`config.mk`:
```
export PLATFORM = sky130hd
export DESIGN_NAME = pov_top
export DESIGN_NICKNAME = d
export VERILOG_FILES = /design/src/common/pov_pkg.sv /design/src/hdl/pov_top.sv /design/src/hdl/pov_state.sv /design/src/hdl/pov_motion.sv /design/src/pov_spi/pov_spi_rx.sv
export SDC_FILE = /design/constraint.sdc
export NUM_CORES = 1
export LEC_CHECK = 0
export BUFFER_PORTS_ARGS = -buffer_cell sky130_fd_sc_hd__buf_2
export CAP_MARGIN = 25
export CORE_ASPECT_RATIO = 0.6
export CORE_MARGIN = 10
export CORE_UTILIZATION = 50
export CTS_CLUSTER_DIAMETER = 30
export DETAILED_ROUTE_END_ITERATION = 7
export MAX_ROUTING_LAYER = met4
export PLACE_DENSITY = 0.79
export SYNTH_ARGS = -nofsm -noshare
export SYNTH_HDL_FRONTEND = slang
export SYNTH_SLANG_ARGS = --single-unit
```
`constraint.sdc`:
```
create_clock -name clk -period 6.9 [get_ports clk]
set_input_delay 1.38 -clock clk [delete_from_list [all_inputs] [get_ports clk]]
set_output_delay 1.38 -clock clk [all_outputs]
set_load 0.01 [all_outputs]
```
`src/common/pov_pkg.sv`:
```
package pov_pkg;

  // Fixed-point format shared by every coordinate in the point of view
  localparam int unsigned FIXED_BITS = 24;

  // Number of fraction bits, so one unit is 2^12
  localparam int unsigned FRAC_BITS = 12;

  // A signed Q12.12 value
  typedef logic signed [FIXED_BITS-1:0] fixed_t;

  // Two-component vector, x sits in the upper half
  typedef struct packed {
    fixed_t x;
    fixed_t y;
  } vec2_t;

  // Full point of view. The field order matches the SPI frame order,
  // so playerX arrives first, MSB first, and vplaneY arrives last
  typedef struct packed {
    vec2_t player;
    vec2_t facing;
    vec2_t vplane;
  } pov_t;

  // Length of one SPI frame, one bit for every bit of pov_t
  localparam int unsigned FRAME_BITS = 144;

  // Bit position within a frame, wide enough to count to FRAME_BITS
  typedef logic [7:0] bit_count_t;

  // Movement per load is the facing vector shifted right by this amount,
  // which gives one eighth of the facing vector
  localparam int unsigned MOVE_SHIFT = 3;

  // Handy fixed-point constants derived from the fraction width
  localparam fixed_t FIX_ONE  = fixed_t'(1) << FRAC_BITS;
  localparam fixed_t FIX_HALF = fixed_t'(1) << (FRAC_BITS - 1);
  localparam fixed_t FIX_ZERO = '0;

  // Start-up view. The player stands in the middle of map cell (1,1),
  // faces (0,1) and has a view plane of (-0.5,0), which is a narrow
  // field of view but keeps the arithmetic simple
  localparam pov_t POV_RESET = '{
    player: '{x: FIX_ONE + FIX_HALF, y: FIX_ONE + FIX_HALF},
    facing: '{x: FIX_ZERO,           y: FIX_ONE},
    vplane: '{x: -FIX_HALF,          y: FIX_ZERO}
  };

endpackage
```
`src/hdl/pov_top.sv`:
```
`timescale 1ns/1ps

module pov_top import pov_pkg::*; (
  input  logic clk,
  input  logic reset,
  input  logic sclk,
  input  logic ss_n,
  input  logic mosi,
  input  logic load_if_ready,
  input  logic move_fwd,
  input  logic move_back,
  output pov_t pov,
  output logic frame_pending
);

  // Frame from the SPI receiver, valid while frame_done is high
  pov_t  frame;
  logic  frame_done;

  // Player position that a movement load would take
  vec2_t step_player;

  // SPI slave, brings complete frames into the clk domain
  pov_spi_rx pov_spi_rx_i (
    .clk        (clk),
    .reset      (reset),
    .sclk       (sclk),
    .ss_n       (ss_n),
    .mosi       (mosi),
    .frame      (frame),
    .frame_done (frame_done)
  );

  // Movement works from the live state, not from any pending frame
  pov_motion pov_motion_i (
    .pov         (pov),
    .move_fwd    (move_fwd),
    .move_back   (move_back),
    .step_player (step_player)
  );

  // Owns the live registers and picks between SPI and movement
  pov_state pov_state_i (
    .clk           (clk),
    .reset         (reset),
    .load_if_ready (load_if_ready),
    .frame         (frame),
    .frame_done    (frame_done),
    .step_player   (step_player),
    .pov           (pov),
    .frame_pending (frame_pending)
  );

endmodule

```
`src/hdl/pov_state.sv`:
```
`timescale 1ns/1ps

module pov_state import pov_pkg::*; (
  input  logic  clk,
  input  logic  reset,
  input  logic  load_if_ready,
  input  pov_t  frame,
  input  logic  frame_done,
  input  vec2_t step_player,
  output pov_t  pov,
  output logic  frame_pending
);

  // Last complete SPI frame that has not been loaded yet
  pov_t pending_frame;

  // Load decisions for this cycle
  logic load_frame;
  logic load_step;

  // A pending SPI frame always wins over movement at a load
  assign load_frame = load_if_ready && frame_pending;

  // Movement is applied only when there is no frame waiting
  assign load_step = load_if_ready && !frame_pending;

  // Capture every completed frame. A newer frame overwrites an older one
  // that was never loaded, since the host has no back-pressure.
  // The buffer is only read while frame_pending is set, so it needs no
  // reset value
  always_ff @(posedge clk) begin
    if (frame_done) begin
      pending_frame <= frame;
    end
  end

  // Pending flag. A frame that completes in the same cycle as a load
  // must stay pending, so the set takes priority over the clear
  always_ff @(posedge clk) begin
    if (reset) begin
      frame_pending <= 1'b0;
    end else if (frame_done) begin
      frame_pending <= 1'b1;
    end else if (load_frame) begin
      frame_pending <= 1'b0;
    end
  end

  // Live point of view registers, updated only at the load strobe that
  // the renderer raises once per video frame
  always_ff @(posedge clk) begin
    if (reset) begin
      pov <= POV_RESET;
    end else if (load_frame) begin
      // Whole frame goes live at once, including facing and view plane
      pov <= pending_frame;
    end else if (load_step) begin
      // Movement only touches the player position
      pov.player <= step_player;
    end
  end

  // In the cycle where a load and frame_done coincide, the older buffered
  // frame is what goes live above, since pending_frame is only replaced on
  // the same edge. The new frame then waits for the next load

endmodule

```
`src/hdl/pov_motion.sv`:
```
`timescale 1ns/1ps

module pov_motion import pov_pkg::*; (
  input  pov_t  pov,
  input  logic  move_fwd,
  input  logic  move_back,
  output vec2_t step_player
);

  // Local copies of the fields as fixed_t, so the shifts below are
  // arithmetic and keep the sign of the facing vector
  fixed_t face_x;
  fixed_t face_y;
  fixed_t pos_x;
  fixed_t pos_y;

  // One movement step, a fraction of the facing vector
  fixed_t step_x;
  fixed_t step_y;

  // Candidate positions for both directions
  fixed_t fwd_x;
  fixed_t fwd_y;
  fixed_t back_x;
  fixed_t back_y;

  assign face_x = pov.facing.x;
  assign face_y = pov.facing.y;
  assign pos_x  = pov.player.x;
  assign pos_y  = pov.player.y;

  // Shift right by MOVE_SHIFT, i.e. one eighth of the facing vector
  assign step_x = face_x >>> MOVE_SHIFT;
  assign step_y = face_y >>> MOVE_SHIFT;

  // Sums are kept at 24 bits and simply wrap
  assign fwd_x  = pos_x + step_x;
  assign fwd_y  = pos_y + step_y;
  assign back_x = pos_x - step_x;
  assign back_y = pos_y - step_y;

  // Pick the new position from the move controls. Pressing both
  // controls cancels out, as does pressing neither
  always_comb begin
    case ({move_fwd, move_back})
      2'b10: begin
        step_player.x = fwd_x;
        step_player.y = fwd_y;
      end
      2'b01: begin
        step_player.x = back_x;
        step_player.y = back_y;
      end
      default: begin
        step_player.x = pos_x;
        step_player.y = pos_y;
      end
    endcase
  end

  // The result only becomes live when pov_state takes it at a load
  // strobe with no SPI frame pending

endmodule

```
`src/pov_spi/pov_spi_rx.sv`:
```
`timescale 1ns/1ps

module pov_spi_rx import pov_pkg::*; (
  input  logic clk,
  input  logic reset,
  input  logic sclk,
  input  logic ss_n,
  input  logic mosi,
  output pov_t frame,
  output logic frame_done
);

  // Synchroniser stages for the asynchronous pins. SCLK gets a third stage
  // so that stages 2 and 3 can be compared for an edge
  logic [2:0] sclk_sync;
  logic [1:0] ss_sync;
  logic [1:0] mosi_sync;

  // Pin values as seen in the clk domain
  logic sclk_rise;
  logic ss_active;
  logic mosi_s;

  // Frame reception state
  bit_count_t             bit_count;
  logic                   last_bit;
  logic                   take_bit;
  logic [FRAME_BITS-1:0]  shift_reg;

  // The pins are plain shift chains and carry no reset. They fill from the
  // pins within three cycles, well inside any reset pulse
  always_ff @(posedge clk) begin
    sclk_sync <= {sclk_sync[1:0], sclk};
  end

  always_ff @(posedge clk) begin
    ss_sync <= {ss_sync[0], ss_n};
  end

  always_ff @(posedge clk) begin
    mosi_sync <= {mosi_sync[0], mosi};
  end

  // A rising SCLK edge shows as 0 in stage 3 and 1 in stage 2
  assign sclk_rise = (sclk_sync[2:1] == 2'b01);

  // Slave select is active low
  assign ss_active = ~ss_sync[1];

  // MOSI is stable around the SCLK rise, so the second stage is enough
  assign mosi_s = mosi_sync[1];

  // A bit is taken on every SCLK rise while the slave is selected
  assign take_bit = ss_active && sclk_rise;

  // Position 143 holds the final bit of a frame (vplaneY LSB)
  assign last_bit = (bit_count == bit_count_t'(FRAME_BITS - 1));

  // Bit counter. It stays at zero while SS is high, which throws away any
  // partial frame. After the last bit it wraps so that the host can send
  // frames back to back under one SS low
  always_ff @(posedge clk) begin
    if (reset) begin
      bit_count <= '0;
    end else if (!ss_active) begin
      bit_count <= '0;
    end else if (sclk_rise) begin
      if (last_bit) begin
        bit_count <= '0;
      end else begin
        bit_count <= bit_count + 1'b1;
      end
    end
  end

  // Frame data shifts in MSB first, so the first bit ends up at the top
  always_ff @(posedge clk) begin
    if (take_bit) begin
      shift_reg <= {shift_reg[FRAME_BITS-2:0], mosi_s};
    end
  end

  // Pulse for one cycle once the last bit of a frame has been shifted in.
  // The next SCLK rise is at least three cycles away, so the shift
  // register still holds the complete frame while this pulse is high
  always_ff @(posedge clk) begin
    if (reset) begin
      frame_done <= 1'b0;
    end else begin
      frame_done <= take_bit && last_bit;
    end
  end

  // The shift register layout is the pov_t layout
  assign frame = pov_t'(shift_reg);

endmodule

```
; ---- Yosys cells after proc, flatten, opt, wreduce, memory -nomap -nowiden
; Index checks and enable logic that the tools add are counted.
[totals]
regBits = 449
output_inout_bits = 145
elab_cells = 45
[op_classes]
addsub = 5
eq_ne = 4
mux = 6
bitwise_logic = 1
n_reduce_logical = 10
[op_table]
columns = operator, count
row1 = two-way mux 48 bit, 2
row2 = one-hot mux 48 bit (2 select lines), 1
row3 = adder 24 x 21 -> 24 bit, 2
row4 = subtractor 24 x 21 -> 24 bit, 2
row5 = "adder 8 x 1 -> 8 bit, second input constant", 1
row6 = "== test 8 bit, second input constant", 1
row7 = two-way mux 8 bit, 1
row8 = "== test 2 x 1 -> 1 bit, second input constant", 2
row9 = logical AND 1 bit, 4
row10 = nonzero test 2 bit, 2
row11 = nonzero test 3 bit, 1
row12 = "== test 2 bit, second input constant", 1
row13 = two-way mux 1 bit, 2
row14 = AND reduction 2 bit, 1
row15 = OR reduction 2 bit, 1
row16 = logical NOT 1 bit, 1
row17 = NOT 1 bit, 1

; ---- Depth between registers and ports, before layout
[logic_depth]
ltp_word = 4
ltp_mapped = 18
ltp_nobuf = 17

; ---- By module
; A second synthesis with hierarchy kept.
[unflattened]
cells_unflattened = 1554
hier_area_um2 = 19413.6
[by_module_without_submodules]
columns = module, instances, cells_per_inst, area_per_inst_um2
row1 = pov_state, 1, 784, 10700.3
row2 = pov_spi_rx, 1, 197, 4921.0
row3 = pov_motion, 1, 573, 3792.4

; ---- Least setup slack after synthesis
; Ideal clock, no wire load.
[synth_timing]
path_type = register to register
start = register pov_spi_rx_i.sclk_sync[1]
end = register pov_spi_rx_i.shift_reg[0], in the netlist pov_spi_rx_i.frame[0], enable pin
setup_ns = 0.666
arrival_time_ns = 7.002
setup_slack_ns = -0.768
stages_incl_launch_ff = 4
path_buffers = 1
synth_period_minus_slack_ns = 7.668
path_cell_list = dfxtp_1 nor2b_1 clkbuf_1 nor2b_1
[synth_between]
elab_chain_len = 2
[synth_lines]
columns = item, line_no
row1 = "start, declared", pov_spi_rx.sv:15  ; logic [2:0] sclk_sync;
row2 = "start signal, assigned", pov_spi_rx.sv:33  ; sclk_sync <= {sclk_sync[1:0], sclk};
row3 = == test 2 x 1 -> 1 bit, pov_spi_rx.sv:45  ; assign sclk_rise = (sclk_sync[2:1] == 2'b01);
row4 = logical AND 1 bit, pov_spi_rx.sv:54  ; assign take_bit = ss_active && sclk_rise;
row5 = named net pov_spi_rx_i.take_bit, pov_spi_rx.sv:27  ; logic take_bit;
row6 = "end signal, assigned", pov_spi_rx.sv:79  ; shift_reg <= {shift_reg[FRAME_BITS-2:0], mosi_s};
row7 = "end, declared", pov_spi_rx.sv:28  ; logic [FRAME_BITS-1:0] shift_reg;
; The timed path passes the listed nets, and every way through them passes these cells.
; A chain may end at the register's enable or synchronous reset.

; ---- Worst setup path in the final report
[layout_timing]
start = input move_fwd
end = register, netlist name pov_state_i.pov[110]
[layout_between]
elab_chain_len = 4
[layout_lines]
columns = item, line_no
row1 = "start, declared", pov_top.sv:10  ; input logic move_fwd,
row2 = == test 2 x 1 -> 1 bit or == test 2 bit (tied branches), pov_motion.sv:45  ; case ({move_fwd, move_back})
row3 = one-hot mux 48 bit (2 select lines), pov_motion.sv:45
row4 = two-way mux 48 bit, pov_state.sv:57  ; end else if (load_step) begin
row5 = two-way mux 48 bit, pov_state.sv:54  ; end else if (load_frame) begin
; Several ways; a longest one is shown, not always the timed one. The select of a mux whose other input is x is not followed.

==> impl_metrics.json <==
{
  "rsz0062_at_grt": "false",
  "synth_flop_cell": "edfxtp_1",
  "async_flop_share_pct": 0,
  "synth_cells": 1485,
  "wl_met1_um": 19400,
  "worst_ep_required_time_ns": 7.34,
  "synth_area_leaders": "edfxtp_1, dfxtp_1, nand2_1",
  "ctsHoldBuffers": 0,
  "max_freq_mhz": 210,
  "tritoncts": "done",
  "p_sw_share_pct": 24.0,
  "core_um2": 35100,
  "peakVddDrop_mv": 0.217,
  "cp_data_arrival_time_ns": 5.19,
  "clockBufferDepth": 3,
  "synth-edff-count": 288,
  "antenna_found_initial": 1,
  "status": "complete, no violations",
  "synth_top_area_cell": "edfxtp_1",
  "place_area_um2": 19100,
  "synth_area_um2": 17900,
  "final_layout_size_suffix_gt1_share_pct": 18.2,
  "cts-root-buf": "clkbuf_16",
  "cts_buffers": 57,
  "row_count": 53,
  "setup_ws_ns": 2.15,
  "synth.most_common_cell": "edfxtp_1",
  "ant_nets": 0,
  "die-area_um2": 44000,
  "cts_max_level": 2,
  "die_y_um": 167,
  "cts_resized": 0,
  "synth_fp_nets": 1547,
  "route.met3.wl_um": 3730,
  "clock_sinks": 449,
  "path_class": "input pin to flip-flop",
  "gr-total-overflow": 0,
  "cp-start-kind": "input pin",
  "vias_per_cell": 5.56,
  "dr.pass1.iters": 6,
  "setup_viol": 0,
  "track_usage_pct": 19.5,
  "wirelength_um": 43300,
  "hold_viol_final": 0,
  "yosys.area.top_type_share_pct": 48.3,
  "cts.clk_slew.worst_paths_ns": 0.06,
  "ys_seq_elements": 449,
  "chipWidth_um": 264,
  "detailed_place_hpwl_um": 28400,
  "end_kind": "flip-flop",
  "initial_core_util_pct": 50.9,
  "clock_skew_ns": 0.0276,
  "portBuffers": 152,
  "insertion_delay_ns": 0.59,
  "hp-class": "flip-flop to flip-flop",
  "worst_pin_slew_ns": 0.987,
  "drt_iter0_drc": 1144,
  "post-place-ws_ns": 1.73,
  "grt_pass1_vias": 11672,
  "combPwrFrac_pct": 8.1,
  "grt_max_degree": 90,
  "cts_setup_buffers": 0,
  "syn_area_per_cell_um2": 12.1,
  "p_switching_mw": 1.59,
  "met2_length_um": 19100,
  "ys_warn_count": 0,
  "power.density_nw_per_um2": 312,
  "synthTopCellsByCount": "edfxtp_1, nand2_1, dfxtp_1",
  "yosysSeqAreaShare_pct": 66.3,
  "grt_pass1_wl_um": 66800,
  "fin_crit_ns": 4.75,
  "drc": 0,
  "power_leakage_nw": 7.78,
  "gp_congestion": 0.905,
  "area_growth_pct": 18.6,
  "power_frac_seq_pct": 44.3,
  "setup_tns_ns": 0,
  "clkPwrFrac_pct": 47.6,
  "fin_area_um2": 21200,
  "holdWs_ns": 0.326,
  "top_layer": "met4",
  "nets": 1700,
  "wl_per_cell_um": 20.1,
  "post-route-period-util_pct": 68.9,
  "drv_slew": 0,
  "power.internal_mw": 5.03,
  "path_max_fanout": 26,
  "ioPinCount": 153,
  "yosysUniqueCellTypes": 80,
  "cap_violations": 0,
  "slew_headroom_pct": 34.2,
  "vias": 11972
}
flip-flops by register name (all words and copies together), names as in the netlist:
signal and cells:
pov_spi_rx_i.frame_done 1, pov_state_i.pov 144, pov_state_i.frame_pending 1, pov_spi_rx_i.frame 144, pov_spi_rx_i.bit_count 8, pov_spi_rx_i.sclk_sync 3
pov_spi_rx_i.ss_sync 2, pov_spi_rx_i.mosi_sync 2, pov_state_i.pending_frame 144
kinds of logic after synthesis:
kind of cell	share of synthesized area, %
multiplexers	0.224
flip-flops	66.3
XOR/XNOR	4.10
buffers and inverters	2.20
AO/OA/AOI/OAI	11.3
AND/OR/NAND/NOR	11.9
adder cells (fa/ha/maj)	3.86
stage by stage:
step	utilization, %	power (mW)	cells
after floorplan	-	3.37	1485
after global placement	54.3	3.49	2044
after detailed placement	54.3	3.51	2044
after CTS	60.3	6.66	2151
after global routing	60.4	6.84	2154
final	60.4	6.62	2154
layout make-up:
class / count / area (µm²)
clock inverter: 45 / 601
sequential: 449 / 11900
inverter: 26 / 97.6
tap: 467 / 584
fill: 2763 / 13900
antenna: 1 / 2.50
multi-input combinational: 937 / 5670
clock buffer: 62 / 1500
timing repair buffer: 167 / 893
routing by layer:
metal	GRT usage (%)	vias up
li1	-	5688
met1	26.1	5802
met2	28.1	412
met3	5.76	70
met4	6.04	0
met5	-	-
path summary, 6_finish.rpt:
path / from / end / slack, ns / cells past startpoint
setup / recovery: move_fwd / pov_state_i.pov[110]$_SDFFE_PP0P_ / 2.15 / 13
hold / removal: pov_spi_rx_i.ss_sync[0]$_DFF_P_ / pov_spi_rx_i.ss_sync[1]$_DFF_P_ / 0.33 / 0
setup reg to reg: pov_state_i.pov[79]$_SDFFE_PP0P_ / pov_state_i.pov[143]$_SDFFE_PP0P_ / 2.72 / 15
hold reg to reg: pov_spi_rx_i.ss_sync[0]$_DFF_P_ / pov_spi_rx_i.ss_sync[1]$_DFF_P_ / 0.33 / 0
layout by cell type, fill, tap and decap left out, drive strengths merged, types with 18 or more instances in the layout:
| master | synthesis | routed |
|---|---|---|
| a21o | 19 | 19 |
| a21oi | 158 | 158 |
| buf | 15 | 167 |
| clkbuf | 58 | 62 |
| clkinv | 0 | 22 |
| dfxtp | 161 | 161 |
| edfxtp | 288 | 288 |
| ha | 52 | 52 |
| inv | 26 | 39 |
| nand2 | 273 | 273 |
| nand3 | 25 | 25 |
| nand3b | 18 | 18 |
| nor2 | 106 | 106 |
| nor3 | 20 | 20 |
| o21ai | 30 | 30 |
| xnor2 | 67 | 67 |
power groups by stage:
stage / clock network (mW) / logic (mW) / registers (mW)
floorplan: 0 / 0.375 / 2.99
global placement: 0 / 0.507 / 2.99
detailed placement: 0 / 0.520 / 2.99
CTS: 3.20 / 0.527 / 2.93
global route: 3.33 / 0.578 / 2.94
finish: 3.15 / 0.534 / 2.93
worst max-delay path, cell delays in order:
cell	delay (ns)
buf_2	0.09
inv_1	0.05
ha_2	0.60
mux2i_1	0.26
fa_1	0.48
a21o_1	0.20
a21oi_1	0.32
o21ai_1	0.17
a311o_1	0.46
a21o_1	0.21
a21oi_1	0.35
xor2_1	0.11
a2111oi_0	0.47
(Power assumes the default switching activity.)
